--- src/rab_cfg_pkg.sv ---
// RAB configuration package with AXI widths, field layout, vector types and FSM states
`default_nettype none

package rab_cfg_pkg;

  localparam int AXI_DATA_WIDTH  = 64;
  localparam int AXI_ADDR_WIDTH  = 32;
  localparam int AXI_STRB_WIDTH  = AXI_DATA_WIDTH / 8;
  localparam int ADDR_LSB        = 3;   // 64-bit registers
  localparam int ADDR_WIDTH_VIRT = 32;
  localparam int ADDR_WIDTH_PHYS = 40;
  localparam int N_FLAGS         = 4;
  localparam int MISS_ID_WIDTH   = 10;
  localparam int FIFO_EMPTY_BIT  = 63;  // Set in read data when the queue is empty

  typedef logic [AXI_ADDR_WIDTH-1:0] axi_addr_t;
  typedef logic [AXI_DATA_WIDTH-1:0] axi_data_t;
  typedef logic [AXI_STRB_WIDTH-1:0] axi_strb_t;
  typedef logic [ADDR_WIDTH_VIRT-1:0] virt_addr_t;
  typedef logic [MISS_ID_WIDTH-1:0] miss_id_t;
  typedef logic [1:0] axi_resp_t;

  localparam axi_resp_t RESP_OKAY = 2'b00;

  // Field kind held by a register index, chosen by index modulo 4
  typedef enum logic [1:0] {
    FIELD_VIRT,
    FIELD_PHYS,
    FIELD_FLAGS
  } cfg_field_e;

  // B and R response sequencing
  typedef enum logic [1:0] {
    RESP_IDLE,
    RESP_VALID,
    RESP_DONE
  } resp_state_e;

endpackage

`default_nettype wire

--- src/cfg_wr_if.sv ---
// Config write interface carrying one committed AXI write to the register bank and miss queues
`timescale 1ns/1ps
`default_nettype none

interface cfg_wr_if;

  logic                  wr_en;    // Single-cycle commit pulse
  rab_cfg_pkg::axi_addr_t wr_addr;
  rab_cfg_pkg::axi_data_t wr_data;
  rab_cfg_pkg::axi_strb_t wr_strb;

  modport master (output wr_en, output wr_addr, output wr_data, output wr_strb);

  // Consumers take every pulse as there is no back-pressure
  modport slave (input wr_en, input wr_addr, input wr_data, input wr_strb);

endinterface

`default_nettype wire

--- src/sync_fifo.sv ---
// Sync FIFO with head output and full and empty flags, used for the miss queues
`timescale 1ns/1ps
`default_nettype none

module sync_fifo #(
  parameter int WIDTH = 32,
  parameter int DEPTH = 8
) (
  input  logic             Clk_CI,
  input  logic             Rst_RBI,
  input  logic             push,
  input  logic [WIDTH-1:0] din,
  input  logic             pop,
  output logic [WIDTH-1:0] dout,
  output logic             full,
  output logic             empty
);

  localparam int PTR_W = (DEPTH > 1) ? $clog2(DEPTH) : 1;
  localparam int CNT_W = PTR_W + 1;
  localparam logic [PTR_W-1:0] LAST_PTR = PTR_W'(DEPTH - 1);
  localparam logic [CNT_W-1:0] FULL_CNT = CNT_W'(DEPTH);

  logic [WIDTH-1:0] mem [DEPTH];
  logic [PTR_W-1:0] wr_ptr;
  logic [PTR_W-1:0] rd_ptr;
  logic [CNT_W-1:0] count;
  logic             do_push;
  logic             do_pop;

  assign do_push = push && !full;   // Push on full is dropped
  assign do_pop  = pop && !empty;

  always_ff @(posedge Clk_CI)
  begin
    if (do_push)
    begin
      mem[wr_ptr] <= din;
    end
  end

  always_ff @(posedge Clk_CI or negedge Rst_RBI)
  begin
    if (!Rst_RBI)
    begin
      wr_ptr <= '0;
      rd_ptr <= '0;
      count  <= '0;
    end
    else
    begin
      if (do_push)
      begin
        wr_ptr <= (wr_ptr == LAST_PTR) ? '0 : wr_ptr + 1'b1;
      end
      if (do_pop)
      begin
        rd_ptr <= (rd_ptr == LAST_PTR) ? '0 : rd_ptr + 1'b1;
      end
      case ({do_push, do_pop})
        2'b10:   count <= count + 1'b1;
        2'b01:   count <= count - 1'b1;
        default: count <= count;       // Both or neither
      endcase
    end
  end

  assign dout  = mem[rd_ptr];  // Head of queue
  assign full  = (count == FULL_CNT);
  assign empty = (count == '0);

endmodule

`default_nettype wire

--- src/axi_lite_slave.sv ---
// AXI4-Lite slave front end that captures writes, commits them and sequences B and R responses
`timescale 1ns/1ps
`default_nettype none

module axi_lite_slave (
  input  logic                       Clk_CI,
  input  logic                       Rst_RBI,

  input  rab_cfg_pkg::axi_addr_t     s_axi_awaddr,
  input  logic                       s_axi_awvalid,
  output logic                       s_axi_awready,
  input  rab_cfg_pkg::axi_data_t     s_axi_wdata,
  input  rab_cfg_pkg::axi_strb_t     s_axi_wstrb,
  input  logic                       s_axi_wvalid,
  output logic                       s_axi_wready,
  output rab_cfg_pkg::axi_resp_t     s_axi_bresp,
  output logic                       s_axi_bvalid,
  input  logic                       s_axi_bready,
  input  rab_cfg_pkg::axi_addr_t     s_axi_araddr,
  input  logic                       s_axi_arvalid,
  output logic                       s_axi_arready,
  output rab_cfg_pkg::axi_data_t     s_axi_rdata,
  output rab_cfg_pkg::axi_resp_t     s_axi_rresp,
  output logic                       s_axi_rvalid,
  input  logic                       s_axi_rready,

  cfg_wr_if.master                   wr,

  output rab_cfg_pkg::axi_addr_t     rd_addr,
  output logic                       rd_done,
  input  rab_cfg_pkg::axi_data_t     rdata
);

  rab_cfg_pkg::axi_addr_t    awaddr_q;
  rab_cfg_pkg::axi_data_t    wdata_q;
  rab_cfg_pkg::axi_strb_t    wstrb_q;
  rab_cfg_pkg::axi_addr_t    araddr_q;
  logic                      aw_held;
  logic                      w_held;
  logic                      ar_held;
  logic                      ar_seen;   // AR held for at least one full cycle
  logic                      commit;
  rab_cfg_pkg::resp_state_e  b_state;
  rab_cfg_pkg::resp_state_e  r_state;

  // Address and data are held until the response is done
  always_ff @(posedge Clk_CI)
  begin
    if (s_axi_awvalid && s_axi_awready)
    begin
      awaddr_q <= s_axi_awaddr;
    end
    if (s_axi_wvalid && s_axi_wready)
    begin
      wdata_q <= s_axi_wdata;
      wstrb_q <= s_axi_wstrb;
    end
    if (s_axi_arvalid && s_axi_arready)
    begin
      araddr_q <= s_axi_araddr;
    end
  end

  // AW and W taken independently and released one cycle after the B handshake
  always_ff @(posedge Clk_CI or negedge Rst_RBI)
  begin
    if (!Rst_RBI)
    begin
      s_axi_awready <= 1'b1;
      s_axi_wready  <= 1'b1;
      aw_held       <= 1'b0;
      w_held        <= 1'b0;
    end
    else if (b_state == rab_cfg_pkg::RESP_DONE)
    begin
      s_axi_awready <= 1'b1;
      s_axi_wready  <= 1'b1;
      aw_held       <= 1'b0;
      w_held        <= 1'b0;
    end
    else
    begin
      if (s_axi_awvalid && s_axi_awready)
      begin
        s_axi_awready <= 1'b0;
        aw_held       <= 1'b1;
      end
      if (s_axi_wvalid && s_axi_wready)
      begin
        s_axi_wready <= 1'b0;
        w_held       <= 1'b1;
      end
    end
  end

  // Commit once both halves are in and raise bvalid on the same edge
  assign commit = aw_held && w_held && (b_state == rab_cfg_pkg::RESP_IDLE);

  always_ff @(posedge Clk_CI or negedge Rst_RBI)
  begin
    if (!Rst_RBI)
    begin
      b_state <= rab_cfg_pkg::RESP_IDLE;
    end
    else
    begin
      case (b_state)
        rab_cfg_pkg::RESP_IDLE:  if (commit) b_state <= rab_cfg_pkg::RESP_VALID;
        rab_cfg_pkg::RESP_VALID: if (s_axi_bready) b_state <= rab_cfg_pkg::RESP_DONE;
        default:                 b_state <= rab_cfg_pkg::RESP_IDLE;
      endcase
    end
  end

  // AR channel and R sequencing
  always_ff @(posedge Clk_CI or negedge Rst_RBI)
  begin
    if (!Rst_RBI)
    begin
      s_axi_arready <= 1'b1;
      ar_held       <= 1'b0;
      ar_seen       <= 1'b0;
      r_state       <= rab_cfg_pkg::RESP_IDLE;
    end
    else
    begin
      ar_seen <= ar_held;
      if (s_axi_arvalid && s_axi_arready)
      begin
        s_axi_arready <= 1'b0;
        ar_held       <= 1'b1;
      end
      else if (r_state == rab_cfg_pkg::RESP_DONE)
      begin
        s_axi_arready <= 1'b1;
        ar_held       <= 1'b0;
      end
      case (r_state)
        rab_cfg_pkg::RESP_IDLE:  if (ar_held && ar_seen) r_state <= rab_cfg_pkg::RESP_VALID;
        rab_cfg_pkg::RESP_VALID: if (s_axi_rready) r_state <= rab_cfg_pkg::RESP_DONE;
        default:                 r_state <= rab_cfg_pkg::RESP_IDLE;
      endcase
    end
  end

  assign wr.wr_en   = commit;
  assign wr.wr_addr = awaddr_q;
  assign wr.wr_data = wdata_q;
  assign wr.wr_strb = wstrb_q;

  assign s_axi_bvalid = (b_state == rab_cfg_pkg::RESP_VALID);
  assign s_axi_bresp  = rab_cfg_pkg::RESP_OKAY;
  assign s_axi_rvalid = (r_state == rab_cfg_pkg::RESP_VALID);
  assign s_axi_rresp  = rab_cfg_pkg::RESP_OKAY;
  assign s_axi_rdata  = rdata;

  assign rd_addr = araddr_q;
  assign rd_done = s_axi_rvalid && s_axi_rready;  // Pops a miss queue head

endmodule

`default_nettype wire

--- src/l1_cfg_regs.sv ---
// L1 slice configuration register bank with byte strobes and per-field width masking
`timescale 1ns/1ps
`default_nettype none

module l1_cfg_regs #(
  parameter int N_REGS = 16
) (
  input  logic                                    Clk_CI,
  input  logic                                    Rst_RBI,
  cfg_wr_if.slave                                 wr,
  input  rab_cfg_pkg::axi_addr_t                  rd_addr,
  output rab_cfg_pkg::axi_data_t [N_REGS-1:0]     l1_cfg,
  output rab_cfg_pkg::axi_data_t                  l1_rdata
);

  localparam int IDX_W = (N_REGS > 1) ? $clog2(N_REGS) : 1;

  rab_cfg_pkg::axi_data_t [N_REGS-1:0] regs;
  rab_cfg_pkg::axi_data_t              wr_word;
  logic [IDX_W-1:0]                    wr_idx;
  logic [IDX_W-1:0]                    rd_idx;

  // Index modulo 4 picks the field kind
  function automatic rab_cfg_pkg::cfg_field_e field_of(input int unsigned idx);
    case (idx % 4)
      0, 1:    return rab_cfg_pkg::FIELD_VIRT;
      2:       return rab_cfg_pkg::FIELD_PHYS;
      default: return rab_cfg_pkg::FIELD_FLAGS;
    endcase
  endfunction

  function automatic rab_cfg_pkg::axi_data_t field_mask(input rab_cfg_pkg::cfg_field_e f);
    case (f)
      rab_cfg_pkg::FIELD_VIRT:
        return rab_cfg_pkg::axi_data_t'({rab_cfg_pkg::ADDR_WIDTH_VIRT{1'b1}});
      rab_cfg_pkg::FIELD_PHYS:
        return rab_cfg_pkg::axi_data_t'({rab_cfg_pkg::ADDR_WIDTH_PHYS{1'b1}});
      default:
        return rab_cfg_pkg::axi_data_t'({rab_cfg_pkg::N_FLAGS{1'b1}});
    endcase
  endfunction

  assign wr_idx = wr.wr_addr[rab_cfg_pkg::ADDR_LSB +: IDX_W];
  assign rd_idx = rd_addr[rab_cfg_pkg::ADDR_LSB +: IDX_W];

  // Unstrobed bytes are written as zero
  always_comb
  begin
    for (int b = 0; b < rab_cfg_pkg::AXI_STRB_WIDTH; b++)
    begin
      wr_word[8*b +: 8] = wr.wr_strb[b] ? wr.wr_data[8*b +: 8] : 8'h00;
    end
  end

  always_ff @(posedge Clk_CI or negedge Rst_RBI)
  begin
    if (!Rst_RBI)
    begin
      regs <= '0;
    end
    else if (wr.wr_en && (int'(wr_idx) < N_REGS))
    begin
      regs[wr_idx] <= wr_word & field_mask(field_of(int'(wr_idx)));
    end
  end

  for (genvar i = 0; i < N_REGS; i++)
  begin : g_out
    assign l1_cfg[i] = regs[i] & field_mask(field_of(i));
  end

  assign l1_rdata = (int'(rd_idx) < N_REGS) ? l1_cfg[rd_idx] : '0;  // Out of range reads zero

endmodule

`default_nettype wire

--- src/miss_handler.sv ---
// Miss handler with address and ID queues, push arbitration and AXI read data selection
`timescale 1ns/1ps
`default_nettype none

module miss_handler #(
  parameter int MH_FIFO_DEPTH = 8,
  parameter int N_REGS        = 16
) (
  input  logic                    Clk_CI,
  input  logic                    Rst_RBI,
  cfg_wr_if.slave                 wr,
  input  rab_cfg_pkg::virt_addr_t miss_addr,
  input  rab_cfg_pkg::miss_id_t   miss_id,
  input  logic                    miss,
  input  rab_cfg_pkg::axi_addr_t  rd_addr,
  input  logic                    rd_done,
  input  rab_cfg_pkg::axi_data_t  l1_rdata,
  output rab_cfg_pkg::axi_data_t  rdata,
  output logic                    mh_fifo_full
);

  localparam int DEC_W = rab_cfg_pkg::ADDR_LSB + ((N_REGS > 1) ? $clog2(N_REGS) : 1);

  rab_cfg_pkg::virt_addr_t addr_din;
  rab_cfg_pkg::virt_addr_t addr_head;
  rab_cfg_pkg::miss_id_t   id_din;
  rab_cfg_pkg::miss_id_t   id_head;
  logic                    addr_push;
  logic                    id_push;
  logic                    addr_full;
  logic                    id_full;
  logic                    addr_empty;
  logic                    id_empty;
  logic                    wr_sel_addr;
  logic                    wr_sel_id;
  logic                    rd_sel_addr;
  logic                    rd_sel_id;

  assign wr_sel_addr = (wr.wr_addr[DEC_W-1:0] == DEC_W'(8'h00));
  assign wr_sel_id   = (wr.wr_addr[DEC_W-1:0] == DEC_W'(8'h08));
  assign rd_sel_addr = (rd_addr[DEC_W-1:0] == DEC_W'(8'h00));
  assign rd_sel_id   = (rd_addr[DEC_W-1:0] == DEC_W'(8'h08));

  // Miss strobe has priority over software pushes
  always_comb
  begin
    addr_push = miss || (wr.wr_en && wr_sel_addr);
    id_push   = miss || (wr.wr_en && wr_sel_id);
    addr_din  = miss ? miss_addr : wr.wr_data[rab_cfg_pkg::ADDR_WIDTH_VIRT-1:0];
    id_din    = miss ? miss_id : wr.wr_data[rab_cfg_pkg::MISS_ID_WIDTH-1:0];
  end

  assign mh_fifo_full = (addr_push && addr_full) || (id_push && id_full);

  always_comb
  begin
    rdata = l1_rdata;
    if (rd_sel_addr)
    begin
      rdata = '0;
      rdata[rab_cfg_pkg::FIFO_EMPTY_BIT] = addr_empty;
      rdata[rab_cfg_pkg::ADDR_WIDTH_VIRT-1:0] = addr_head;
    end
    else if (rd_sel_id)
    begin
      rdata = '0;
      rdata[rab_cfg_pkg::FIFO_EMPTY_BIT] = id_empty;
      rdata[rab_cfg_pkg::MISS_ID_WIDTH-1:0] = id_head;
    end
  end

  sync_fifo #(.WIDTH(rab_cfg_pkg::ADDR_WIDTH_VIRT), .DEPTH(MH_FIFO_DEPTH)) u_addr_fifo (
    .Clk_CI  (Clk_CI),
    .Rst_RBI (Rst_RBI),
    .push    (addr_push),
    .din     (addr_din),
    .pop     (rd_done && rd_sel_addr && !addr_empty),
    .dout    (addr_head),
    .full    (addr_full),
    .empty   (addr_empty)
  );

  sync_fifo #(.WIDTH(rab_cfg_pkg::MISS_ID_WIDTH), .DEPTH(MH_FIFO_DEPTH)) u_id_fifo (
    .Clk_CI  (Clk_CI),
    .Rst_RBI (Rst_RBI),
    .push    (id_push),
    .din     (id_din),
    .pop     (rd_done && rd_sel_id && !id_empty),
    .dout    (id_head),
    .full    (id_full),
    .empty   (id_empty)
  );

endmodule

`default_nettype wire

--- src/axi_rab_cfg.sv ---
// RAB configuration top with AXI4-Lite slave, L1 register bank and miss queues
`timescale 1ns/1ps
`default_nettype none

module axi_rab_cfg #(
  parameter int N_REGS        = 16,
  parameter int MH_FIFO_DEPTH = 8
) (
  input  logic                                 Clk_CI,
  input  logic                                 Rst_RBI,

  input  rab_cfg_pkg::axi_addr_t               s_axi_awaddr,
  input  logic                                 s_axi_awvalid,
  output logic                                 s_axi_awready,
  input  rab_cfg_pkg::axi_data_t               s_axi_wdata,
  input  rab_cfg_pkg::axi_strb_t               s_axi_wstrb,
  input  logic                                 s_axi_wvalid,
  output logic                                 s_axi_wready,
  output rab_cfg_pkg::axi_resp_t               s_axi_bresp,
  output logic                                 s_axi_bvalid,
  input  logic                                 s_axi_bready,
  input  rab_cfg_pkg::axi_addr_t               s_axi_araddr,
  input  logic                                 s_axi_arvalid,
  output logic                                 s_axi_arready,
  output rab_cfg_pkg::axi_data_t               s_axi_rdata,
  output rab_cfg_pkg::axi_resp_t               s_axi_rresp,
  output logic                                 s_axi_rvalid,
  input  logic                                 s_axi_rready,

  output rab_cfg_pkg::axi_data_t [N_REGS-1:0]  l1_cfg,

  input  rab_cfg_pkg::virt_addr_t              miss_addr,
  input  rab_cfg_pkg::miss_id_t                miss_id,
  input  logic                                 miss,
  output logic                                 mh_fifo_full
);

  rab_cfg_pkg::axi_addr_t rd_addr;
  rab_cfg_pkg::axi_data_t l1_rdata;
  rab_cfg_pkg::axi_data_t rdata;
  logic                   rd_done;

  cfg_wr_if wr ();

  axi_lite_slave u_slave (
    .Clk_CI        (Clk_CI),
    .Rst_RBI       (Rst_RBI),
    .s_axi_awaddr  (s_axi_awaddr),
    .s_axi_awvalid (s_axi_awvalid),
    .s_axi_awready (s_axi_awready),
    .s_axi_wdata   (s_axi_wdata),
    .s_axi_wstrb   (s_axi_wstrb),
    .s_axi_wvalid  (s_axi_wvalid),
    .s_axi_wready  (s_axi_wready),
    .s_axi_bresp   (s_axi_bresp),
    .s_axi_bvalid  (s_axi_bvalid),
    .s_axi_bready  (s_axi_bready),
    .s_axi_araddr  (s_axi_araddr),
    .s_axi_arvalid (s_axi_arvalid),
    .s_axi_arready (s_axi_arready),
    .s_axi_rdata   (s_axi_rdata),
    .s_axi_rresp   (s_axi_rresp),
    .s_axi_rvalid  (s_axi_rvalid),
    .s_axi_rready  (s_axi_rready),
    .wr            (wr.master),
    .rd_addr       (rd_addr),
    .rd_done       (rd_done),
    .rdata         (rdata)
  );

  l1_cfg_regs #(.N_REGS(N_REGS)) u_l1_regs (
    .Clk_CI   (Clk_CI),
    .Rst_RBI  (Rst_RBI),
    .wr       (wr.slave),
    .rd_addr  (rd_addr),
    .l1_cfg   (l1_cfg),
    .l1_rdata (l1_rdata)
  );

  miss_handler #(.MH_FIFO_DEPTH(MH_FIFO_DEPTH), .N_REGS(N_REGS)) u_miss (
    .Clk_CI       (Clk_CI),
    .Rst_RBI      (Rst_RBI),
    .wr           (wr.slave),
    .miss_addr    (miss_addr),
    .miss_id      (miss_id),
    .miss         (miss),
    .rd_addr      (rd_addr),
    .rd_done      (rd_done),
    .l1_rdata     (l1_rdata),
    .rdata        (rdata),
    .mh_fifo_full (mh_fifo_full)
  );

endmodule

`default_nettype wire

--- config.mk ---
export PLATFORM = sky130hd
export DESIGN_NAME = axi_rab_cfg
export DESIGN_NICKNAME = d
export VERILOG_FILES = /design/src/rab_cfg_pkg.sv /design/src/cfg_wr_if.sv /design/src/sync_fifo.sv /design/src/axi_lite_slave.sv /design/src/l1_cfg_regs.sv /design/src/miss_handler.sv /design/src/axi_rab_cfg.sv
export SDC_FILE = /design/constraint.sdc
export NUM_CORES = 1
export LEC_CHECK = 0
export BUFFER_PORTS_ARGS = -buffer_cell sky130_fd_sc_hd__clkbuf_2
export CAP_MARGIN = 20
export CORE_AREA = 5 5 496 498
export DETAILED_ROUTE_END_ITERATION = 8
export DIE_AREA = 0 0 501 503
export GPL_TIMING_DRIVEN = 1
export PLACE_DENSITY = 0.34
export REMOVE_ABC_BUFFERS = 1
export SLEW_MARGIN = 20
export SYNTH_ARGS = -nofsm -noshare
export SYNTH_HDL_FRONTEND = slang
export SYNTH_SLANG_ARGS = --single-unit
--- constraint.sdc ---
create_clock -name Clk_CI -period 6.32 [get_ports Clk_CI]
set_clock_uncertainty 0.1 [all_clocks]
set_input_delay 0.948 -clock Clk_CI [delete_from_list [all_inputs] [get_ports Clk_CI]]
set_output_delay 0.948 -clock Clk_CI [all_outputs]
set_load 0.005 [all_outputs]
==> results.txt, run 1 <==
- Max-cap violations in this run came to 0.
- In this run the number of H-tree levels came out at 3.
* Global Route Usage Sum: 13.68%
* Gr ovfl total: 0
- Final Power: 0.01885 W
* Synth warnings: 0
- Measured along the y axis, the die boundary spans 503 um.
- Antenna violation net count after detailed routing: 0
* Initial Utilization: 16.76%
* Met3 capacity usage during global routing: 4.065%
- Number of synthesized flops with an enable pin: 395
* Slew at the pin with the worst max-slew slack: 1.079 ns
- The floorplan has 181 rows.
- Biggest fanout along the worst timing path: 10
- In this run the power density over the cells is 386.5 nW/um2.
- Async S/R FF share, synth: 53.96%
- Die Footprint: 252000 um2
* Die span in x: 501 um
* Via count of the first global-routing pass: 25710
* Final clock period utilization by the worst path: 79.23%
- Clock latency on the worst-skew pair, taken at its later pin, is 0.76 ns.
* Pins Over Slew Limit: 0
- The worst setup path is of the flop to primary output kind.
* Initial antenna violation count: 40
- I/O pin count: 1284
* Slowest stage cell, crit path: sky130_fd_sc_hd__edfxtp_1
* Maximum clock frequency: 0.1997 GHz
- Number of buffers added for setup after CTS: 0
- The average instance in the mapped netlist occupies 12.32 um2.
* Peak-usage layer in the global routing report: met2
- From synthesis to final layout, the design area changed by 20.40%.
* Crit-path max cell delay: 0.78 ns
- Std-Cell Core Area: 241600 um2
* Terminus of the critical flop-to-flop path: u_miss.u_addr_fifo.count[2]$_DFFE_PN0P_
- Summed over all failing endpoints, the final setup total negative slack is 0 ns.
- Among all flip-flop cells after synthesis, the most frequent one is sky130_fd_sc_hd__dfrtp_1.
- The hold violation count in the final report is 0.
* Class of the tightest hold or removal check: input pin to async pin
* Max rail drop VDD: 0.0002492 V
* Synth Cell Area: 40500 um2
- In this run the tool buffered the top-level ports with 587 buffer cells.
- Root buffer cell: sky130_fd_sc_hd__clkbuf_16
- The first TritonRoute pass finished after 8 iterations.
- Headroom to the max-slew limit came out at 27.77%.
- The first global-routing pass estimated 236600 um of wire.
- TritonCTS built the clock tree.
- Worst R2R Path Depth: 11
* Share of final-layout standard cells stronger than drive strength 1: 28.45%
* R2r setup slk: 2.62 ns
- After detailed routing, the number of remaining DRC violations is 0.
- Arrival time reported for the critical path endpoint: 3.96 ns
* Register bit total from synthesis: 858
- Inserted Clock Buffers: 109
- Clk sink count: 858
* # resized after CTS: 0
- Summed over all layers, the routed wires come to 179700 um.
* # setup viols final: 0
* Global routing usage on met2: 25.29%
- Total half-perimeter wirelength after legalization and detailed placement: 131300 um
* Crit end category: primary output
- Cell count after synthesis: 3288
- After detailed routing, the number of vias per cell comes to 3.594.
* Met1 track demand over resource: 15.63%
- STA puts the critical path data required time at 5.27 ns.
* Synth unique cells: 57
* RSZ-0062 raised after global routing: no
- Ordered cell list for the critical path: inv_1 -> nand3_1 -> nand4_1 -> o21ai_0 -> a21o_1 -> clkbuf_2
* Area taken by flip-flops and latches: 23460 um2
- Multi-input gate area: 14120 um2
- In the final routed layout, each cell accounts on average for 25.10 um.
* Clock transition at the register clock pins on the worst setup and hold paths after CTS: 0.06 ns
- Initial DRC Count: 1435
- Leakage: 20.55 nW
- Result of the run: finished, final reports clean
- Kind of start point of the critical path: flop
- Across all layers, the routed design uses 25730 vias.
- Leaving out fill and tap cells, the most frequent cells in the layout are 619 x sky130_fd_sc_hd__conb_1, 609 x sky130_fd_sc_hd__nand2_1, 585 x sky130_fd_sc_hd__clkbuf_2.
- Sequential cell area fraction in the yosys report: 57.90%
- Cts hold-fix bufs: 0
- Pin count of the biggest net entering global routing: 124
* Final critical-path required period: 5.008 ns
- Count of fill cells added during filler insertion: 26240
- Net count of the finished layout: 4053
- Clock Path Buffers: 3
* Most common library cell in the layout ignoring fill and taps: sky130_fd_sc_hd__conb_1
- Worst reg2reg startpoint: u_slave.rd_addr[4]$_DFFE_PP_
* Global placer's final weighted congestion: 0.7393
==> where the power goes <==
part	total [W]	switching (W)	internal, W
registers	0.00831	0.00112	0.00719
logic	0.00431	0.00261	0.00170
clock network	0.00623	0.00270	0.00353
==> synth_stat cells, drive strengths merged (12+ instances only) <==
cell    instances  area [um2]
nand2         618        2320
nand3          21       105.1
inv            12       45.04
a22oi          25       187.7
nor2b          26       162.7
mux2i          21       210.2
mux2           63       709.4
nand2b         14       87.58
mux4          187        4212
nor2           27       101.4
and2           14       87.58
clkbuf        154       579.3
buf           669        4900
o21ai         457        2291
dfrtp         460       11510
ha             14       175.2
edfxtp        395       11860
==> worst max-delay path, delay by kind of cell, from the launching register on <==
family	cells	cell delay, ns
AOI/OAI and AO/OA	2	0.96
buffers and inverters	2	0.74
DFF	1	0.78
and+or+nand+nor	2	0.68
==> routing by layer <==
| metal | wire length, um | vias to the layer above |
|---|---|---|
| met5 | 206 | - |
| met4 | 2908 | 32 |
| met3 | 13570 | 188 |
| met2 | 94360 | 928 |
| met1 | 68630 | 13100 |
| li1 | - | 11490 |
==> registers in the layout, summed over array words and instances, names as in the netlist, 4 cells and up <==
signal / cells
u_slave.rd_addr: 7
u_miss.u_id_fifo.mem: 80
u_slave.wr.wr_addr: 7
u_miss.u_addr_fifo.mem: 256
u_slave.wr.wr_data: 40
u_miss.u_addr_fifo.count: 4
u_slave.wr.wr_strb: 5
u_miss.u_id_fifo.count: 4
u_l1_regs.l1_cfg: 432
==> cells by family (layout without fill, tap and decap cells) <==
family | Yosys count | in the layout | share of synthesized area, %
adder cells (fa/ha/maj) | 14 | 14 | 0.4325
AO/OA/AOI/OAI | 521 | 521 | 6.845
multiplexers | 271 | 271 | 12.67
AND/OR/NAND/NOR | 778 | 778 | 8.291
buffers and inverters | 835 | 876 | 13.64
flip-flops | 858 | 858 | 57.90
other | 1 | 628 | 0.009258
XOR/XNOR | 10 | 10 | 0.2163
==> per-stage QoR <==
stage | setup WS (ns) | area [um2] | util, % | hold slack, ns | instances
finish | 1.312 | 48770 | 20.18 | 0.1356 | 7158
global route | 1.062 | 48740 | 20.17 | 0.1592 | 7149
CTS | 0.9503 | 48720 | 20.16 | 0.1144 | 7148
detailed placement | 1.859 | 45170 | 18.69 | 0.2832 | 6943
global placement | 1.583 | 45160 | 18.69 | 0.2888 | 6943
floorplan | 0.8069 | 37340 | - | 0.2748 | 3083
==> cell type report <==
class,instances,share of cell area [%]
inverters,12,0.09237
multi-input cells,2213,28.96
well taps,3202,8.216
clock buffers,142,5.991
diodes,9,0.04618
clock inverters,63,1.280
flip-flops and latches,858,48.11
repair buffers,659,7.302
==> worst max-delay path by stage <==
stage | depth (start not counted) | endpoint | from
final | 6 | s_axi_rdata[1] | u_slave.rd_addr[4]$_DFFE_PP_
after global routing | 6 | s_axi_rdata[1] | u_slave.rd_addr[4]$_DFFE_PP_
after CTS | 6 | s_axi_rdata[1] | u_slave.rd_addr[4]$_DFFE_PP_
after detailed placement | 6 | s_axi_rdata[1] | u_slave.rd_addr[4]$_DFFE_PP_
after global placement | 6 | s_axi_rdata[15] | u_slave.rd_addr[4]$_DFFE_PP_
after floorplan | 5 | s_axi_rdata[17] | u_slave.rd_addr[5]$_DFFE_PP_
Note: power is estimated with default switching activity, not from simulation.
==> inputs of run 2 (changes only) <==
- CORE_AREA: 5 5 496 498 -> 5 5 492 494
- DIE_AREA: 0 0 501 503 -> 0 0 497 499
- PLACE_DENSITY: 0.34 -> 0.36
- clock period: 6.32 -> 4.6 ns (I/O delays scaled with it)
==> run 2 against run 1 <==
Die area decreased by 1.6%. First-iteration DRC count decreased by 5.9%. Worst hold slack got worse by 0.031 ns. Register-to-register slack got worse by 1.5 ns.
==> results.txt, run 2 (synthesized netlist as in run 1, its figures left out) <==
- The finished layout holds 7192 standard cells, fillers aside.
- Die Footprint: 248000 um2
- Maximum capacitance violations: 0
- After floorplanning, the core was divided into 179 placement rows.
- Derived from the worst setup path, the maximum achievable clock frequency is 0.2344 GHz.
* Global Route Usage Sum: 12.58%
- Kind of start point of the critical path: flop
* Crit end category: primary output
- The hold violation count in the final report is 0.
* Std-Cell Core Area: 237000 um2
* Global-route wire length before repair: 221100 um
* Via count of the first global-routing pass: 26050
* Total power density per cell area: 525.9 nW/um2
* Antenna violation net count after detailed routing: 0
- Max-slew headroom at the worst pin: 28.84%
* Clk sink count: 858
* Inserted Clock Buffers: 105
- VDD sags by at most 0.0003213 V.
- In this run the clock root is driven by a sky130_fd_sc_hd__clkbuf_16.
- In the routed design, unresolved DRC markers number 0.
* Final Power: 0.02611 W
- Once routing completed, OpenROAD measured the worst setup slack at 0.3339 ns.
* Biggest fanout along the worst timing path: 47
- In this run the tool buffered the top-level ports with 587 buffer cells.
* Die span in x: 497 um
* Average detailed-routed wire length per instance: 22.80 um
- Leaving out fill and tap cells, the most frequent cell in the layout is sky130_fd_sc_hd__conb_1.
- Net count of the finished layout: 4119
- Pin placement for this block handled 1284 I/O pins.
- Placed Instances: 6919
- Share of final-layout standard cells stronger than drive strength 1: 28.46%
* Initial antenna violation count: 29
- Setup repair after global routing left no endpoint under its margin.
- The routed layout has 25800 vias.
- Top library cells by usage in the layout, fill and taps aside: 619 x sky130_fd_sc_hd__conb_1, 609 x sky130_fd_sc_hd__nand2_1, 585 x sky130_fd_sc_hd__clkbuf_2
* DRT Wirelength: 164000 um
- The flow ran to the end, and the final reports show no timing, DRC or antenna violations.
- The initial utilization of the core area, before any placement, comes to 17.09%.
- The first detailed-routing pass took 5 iterations.
* Number of flip-flops under the largest register name: 432
- At the pin with the least slew margin, the transition time is 1.067 ns.
- Dividing the detail-routed via count by the number of cells gives 3.588.
- Data on the critical path is required at its endpoint by 3.81 ns.
- Data on the critical path arrives at its endpoint at 3.48 ns.
* Final clock period utilization by the worst path: 92.74%
- Setup violations remaining at the end of the flow were counted as 0.
- Category of the most critical setup path: flop to primary output
* Pin count of the biggest net entering global routing: 86
- Die span in y: 499 um
- Class of the tightest hold or removal check: input pin to flop
- The H-tree generated during clock tree synthesis spans 3 levels.
* Final critical-path required period: 4.266 ns
- The final count of pins violating max slew came to 0.
- From synthesis to final layout, the design area changed by 22.58%.
- In this run the static leakage power is 20.94 nW.
* Clock latency at the later pin of the worst-skew pair: 0.78 ns
* Final design utilization: 20.95%
- Setup Slack @ Placement: 0.9538 ns
- Clock Path Buffers: 3
- TritonCTS clock tree: built
- Clock-pin slew was measured on the worst setup and hold paths at 0.06 ns.
- Global placer's final weighted congestion: 0.7378
* Initial DRC Count: 1351
- # resized after CTS: 0
- Once detailed placement completed, the half-perimeter wirelength came to 120500 um.
- Gr ovfl total: 0
run 2: cell count changes in the layout (fill, tap and decap cells not counted), moves of 4 or more:
cell and delta:
sky130_fd_sc_hd__clkbuf_1 -5, sky130_fd_sc_hd__clkinvlp_4 +4, sky130_fd_sc_hd__clkinv_2 -4, sky130_fd_sc_hd__buf_12 +8, sky130_fd_sc_hd__clkbuf_8 +14, sky130_fd_sc_hd__diode_2 +4, sky130_fd_sc_hd__bufinv_16 +6, sky130_fd_sc_hd__dlygate4sd3_1 +59
sky130_fd_sc_hd__clkinv_1 -11
run 2: cell type report:
type / instances / area [um2]
clock inverters: 52 / 725.7
repair buffers: 729 / 4338
flip-flops and latches: 858 / 23460
fillers: 25710 / 187300
inverters: 12 / 45.04
clock buffers: 148 / 3020
well taps: 3167 / 3963
multi-input cells: 2213 / 14060
diodes: 13 / 32.53
run 2: worst paths after layout:
kind | from | end | slack [ns] | depth (start not counted)
max | u_slave.rd_addr[4]$_DFFE_PP_ | s_axi_rdata[31] | 0.33 | 7
max in group asynchronous | Rst_RBI | u_l1_regs.l1_cfg[660]$_DFFE_PN0P_ | 2.79 | 3
min | s_axi_wdata[1] | u_slave.wr.wr_data[1]$_DFFE_PP_ | 0.10 | 1
max reg2reg | u_slave.rd_addr[4]$_DFFE_PP_ | u_miss.u_id_fifo.count[2]$_DFFE_PN0P_ | 1.13 | 11
min in group asynchronous | Rst_RBI | u_l1_regs.l1_cfg[786]$_DFFE_PN0P_ | 0.51 | 2
min reg2reg | u_slave.ar_held$_DFFE_PN0P_ | u_slave.ar_seen$_DFF_PN0_ | 0.31 | 0
run 2: power by group:
| group | internal (W) | switching (W) |
|---|---|---|
| Clock | 0.00529 | 0.00364 |
| Sequential | 0.00988 | 0.00138 |
| Combinational | 0.00240 | 0.00353 |
| Total | 0.0176 | 0.00855 |
run 2: through the flow:
stage | TNS, ns | instance area [um2] | hold slack [ns]
4_1_cts | 0 | 49590 | 0.02638
3_5_place_dp | 0 | 45250 | 0.2894
5_1_grt | 0 | 49630 | 0.05341
3_3_place_gp | 0 | 45240 | 0.2867
6_report | 0 | 49650 | 0.1048
2_1_floorplan | -117.67 | 37340 | 0.2748
run 2: critical path, cell delays in order, from the launching register on:
cell and delay, ns:
sky130_fd_sc_hd__edfxtp_1 0.54, sky130_fd_sc_hd__buf_12 0.31, sky130_fd_sc_hd__mux4_2 0.59, sky130_fd_sc_hd__nand2_1 0.09
sky130_fd_sc_hd__nand2_1 0.20, sky130_fd_sc_hd__a22oi_1 0.50, sky130_fd_sc_hd__nand2_1 0.10, sky130_fd_sc_hd__clkbuf_2 0.18
run 2: what timing repair did:
action,in CTS,in global routing
setup buffers,0,0
endpoints found under the setup margin,0,0
hold buffers,59,0
endpoints found under the hold margin,134,0
run 2: layer usage:
| layer | vias to the layer above | GRT usage [%] | wire [um] |
|---|---|---|---|
| met1 | 13060 | 14.22 | 62610 |
| li1 | 11600 | - | - |
| met5 | - | 0 | 61 |
| met4 | 8 | 3.804 | 4773 |
| met2 | 944 | 22.81 | 84390 |
| met3 | 184 | 3.672 | 12180 |
==> inputs of run 3 (changes only) <==
- CORE_AREA: 5 5 492 494 -> 5 5 498 500
- DIE_AREA: 0 0 497 499 -> 0 0 503 505
- SYNTH_HIERARCHICAL: default -> 1
- clock period: 4.6 -> 5.3 ns (I/O delays scaled with it)
==> run 3 against run 2 <==
Routed wire length is 3.7% lower. Register-to-register slack hardly changed. Utilization is 0.30 points lower. Sequential share of layout area is 0.43 points lower. Worst hold slack better by 0.027 ns. Synthesized area is 5.1% higher. Total power is 14% lower. Sequential power is 13% lower. Combinational power is 5.6% lower. Non-clock buffer count is 72 lower.
==> results.txt, run 3 <==
- Most common library cell in the layout ignoring fill and taps: sky130_fd_sc_hd__conb_1
- The first detailed-routing pass took 5 iterations.
- The initialized floorplan defines 181 standard-cell rows.
* Terminus of the critical flop-to-flop path: u_miss/u_id_fifo/count[3]$_DFFE_PN0P_
* RSZ-0062 raised after global routing: no
* Result of the run: finished, final reports clean
* Worst reg2reg startpoint: u_slave/b_state[1]$_DFFE_PN0P_
- At the pin with the least slew margin, the transition time is 1.071 ns.
- The H-tree was split into 3 levels.
- Synth Cell Area: 42550 um2
* Final clock period utilization by the worst path: 84.01%
- Compared with the post-synthesis result, the final layout area differs by 17.74%.
- Final design utilization: 20.66%
* Data required time at the worst endpoint: 4.41 ns
* Count of fill cells added during filler insertion: 25950
* Pin count of the biggest net entering global routing: 105
- In the global route stage, overall resource usage came out at 11.96%.
- DRT Wirelength: 158000 um
- For this run, the number of Yosys warnings is 6.
- Worst R2R Path Depth: 9
* Global placer's final weighted congestion: 0.7546
* Die Footprint: 254000 um2
- Clock latency at the later pin of the worst-skew pair: 0.74 ns
- The initial antenna violation count came to 30.
- Crit end category: primary output
* Inserted Clock Buffers: 99
- Via count of the first global-routing pass: 24660
- Top library cells by usage in the layout, fill and taps aside: 620 x sky130_fd_sc_hd__conb_1, 585 x sky130_fd_sc_hd__clkbuf_2, 527 x sky130_fd_sc_hd__mux2_2
- Walking the worst path, the cells encountered are buf_12 -> buf_4 -> mux4_2 -> a22oi_1 -> nand2_1 -> mux2_2 -> clkbuf_2.
- The tree is rooted in a sky130_fd_sc_hd__clkbuf_16.
- Max-slew headroom at the worst pin: 28.63%
- Std-Cell Core Area: 242500 um2
* Post-Route Hold Slack: 0.1318 ns
- Pin placement for this block handled 1284 I/O pins.
- STA classifies the critical path startpoint as a flop.
- In this run, the number of DRC markers left after iteration 0 of detailed routing was 1375.
* Initial Utilization: 17.54%
- Synthesis handed over a netlist of 2874 instances.
- Setup violations remaining at the end of the flow were counted as 0.
- Crit-path max cell delay: 0.56 ns
* Class of the tightest hold or removal check: input pin to flop
* Leakage: 21.89 nW
- Slowest stage cell, crit path: sky130_fd_sc_hd__mux4_2
- In the final layout, the share of cells above drive strength 1 is 44.60%.
- Total power density per cell area: 446.1 nW/um2
- Summing internal, switching and leakage power gives 0.02235 W.
- The path with the worst hold slack has its endpoint at u_slave/wr.wr_data[8]$_DFFE_PP_.
- After synthesis, the mean cell area works out to 14.81 um2.
* Maximum clock frequency: 0.2246 GHz
* Maximum capacitance violations: 0
- Antenna violation net count after detailed routing: 0
- In this run the worst path has a maximum fanout of 23.
* Final count of hold timing violations: 0
- Dividing the detail-routed wire length by the instance count gives 23.54 um.
- The final count of pins violating max slew is 0.
* Vias/cell: 3.576
- Clock Path Buffers: 3
- R2r setup slk: 1.13 ns
- After layout, the minimum clock period comes to 4.452 ns.
* Category of the most critical setup path: flop to primary output
* Number of flip-flops under the largest register name: 432
- Measured along the x axis, the die boundary spans 503 um.
- Global-route wire length before repair: 213700 um
* Total number of vias: 24000
- Summed over all layers, the global routing overflow is 0.
* Clock transition at the register clock pins on the worst setup and hold paths after CTS: 0.06 ns
- The HPWL after detailed placement is 112400 um.
* # resized after CTS: 0
- For this run, design rule violations remaining after detail routing come to 0.
- Clk sink count: 858
- VDD sags by at most 0.0002584 V.
- After the last flow step, the layout net total stands at 3609.
* Arrival time reported for the critical path endpoint: 3.56 ns
* Die span in y: 505 um
- The count of buffers added on input and output ports is 587.
- Worst hold start: s_axi_wdata[8]
- TritonCTS clock tree: built
- Counting instances, the worst hold path has a depth of 1.
[run 3: final cells by class]
| type | instances | area (um2) | share of cell area (%) |
|---|---|---|---|
| flip-flops and latches | 858 | 23460 | 46.82 |
| clock buffers | 146 | 2784 | 5.557 |
| diodes | 15 | 37.54 | 0.07492 |
| inverters | 15 | 56.30 | 0.1124 |
| well taps | 3202 | 4006 | 7.996 |
| clock inverters | 41 | 479.2 | 0.9565 |
| repair buffers | 657 | 3628 | 7.242 |
| multi-input cells | 1776 | 15650 | 31.24 |
[run 3: worst max-delay path by stage]
| stage | from | end | slack (ns) | cells past startpoint |
|---|---|---|---|---|
| final | u_slave/rd_addr[5]$_DFFE_PP_ | s_axi_rdata[5] | 0.85 | 7 |
| after global routing | u_slave/rd_addr[5]$_DFFE_PP_ | s_axi_rdata[5] | 0.59 | 7 |
| after CTS | u_slave/rd_addr[5]$_DFFE_PP_ | s_axi_rdata[5] | 0.64 | 7 |
| after detailed placement | u_slave/b_state[1]$_DFFE_PN0P_ | u_miss/u_id_fifo/count[3]$_DFFE_PN0P_ | 1.16 | 9 |
| after global placement | u_slave/b_state[1]$_DFFE_PN0P_ | u_miss/u_id_fifo/count[3]$_DFFE_PN0P_ | 1.14 | 9 |
| after floorplan | u_slave/rd_addr[5]$_DFFE_PP_ | u_miss/u_id_fifo/count[3]$_DFFE_PN0P_ | -2.41 | 10 |
[run 3: timing repair]
item | in CTS | in global routing
setup endpoints to repair | 0 | 0
endpoints found under the hold margin | 55 | 0
buffers inserted | 0 | 0
hold buffers | 1 | 0
[run 3: metal layers]
layer / share of wire (%) / GRT usage [%] / routed length [um] / up-vias
li1: - / - / - / 10210
met1: 40 / 14.39 / 63040 / 12640
met2: 49 / 20.30 / 77810 / 948
met3: 7.4 / 3.195 / 11670 / 193
met4: 3.4 / 4.620 / 5386 / 10
met5: 0.039 / 0 / 62 / -
[run 3: where the power goes]
part | total [W] | switching (W) | internal [W]
sequential | 0.00981 | 0.00119 | 0.00862
combinational | 0.00560 | 0.00303 | 0.00257
clock | 0.00694 | 0.00303 | 0.00392
total | 0.0224 | 0.00724 | 0.0151
[run 3: critical path, delay by kind of cell (launching register included)]
kind	cells	cell delay, ns
muxes	2	0.99
buffers and inverters	3	0.86
DFF	1	0.40
and+or+nand+nor	1	0.33
AOI/OAI and AO/OA	1	0.22
[run 3: through the flow]
step           cells  cell area (um2)  worst slack [ns]  TNS, ns
6_report        6710            50100            0.8477        0
2_1_floorplan   2649            38970            -2.408   -81.02
3_5_place_dp    6507            46790             1.158        0
5_1_grt         6706            50090            0.5919        0
3_3_place_gp    6507            46790             1.136        0
4_1_cts         6695            50060            0.6434        0
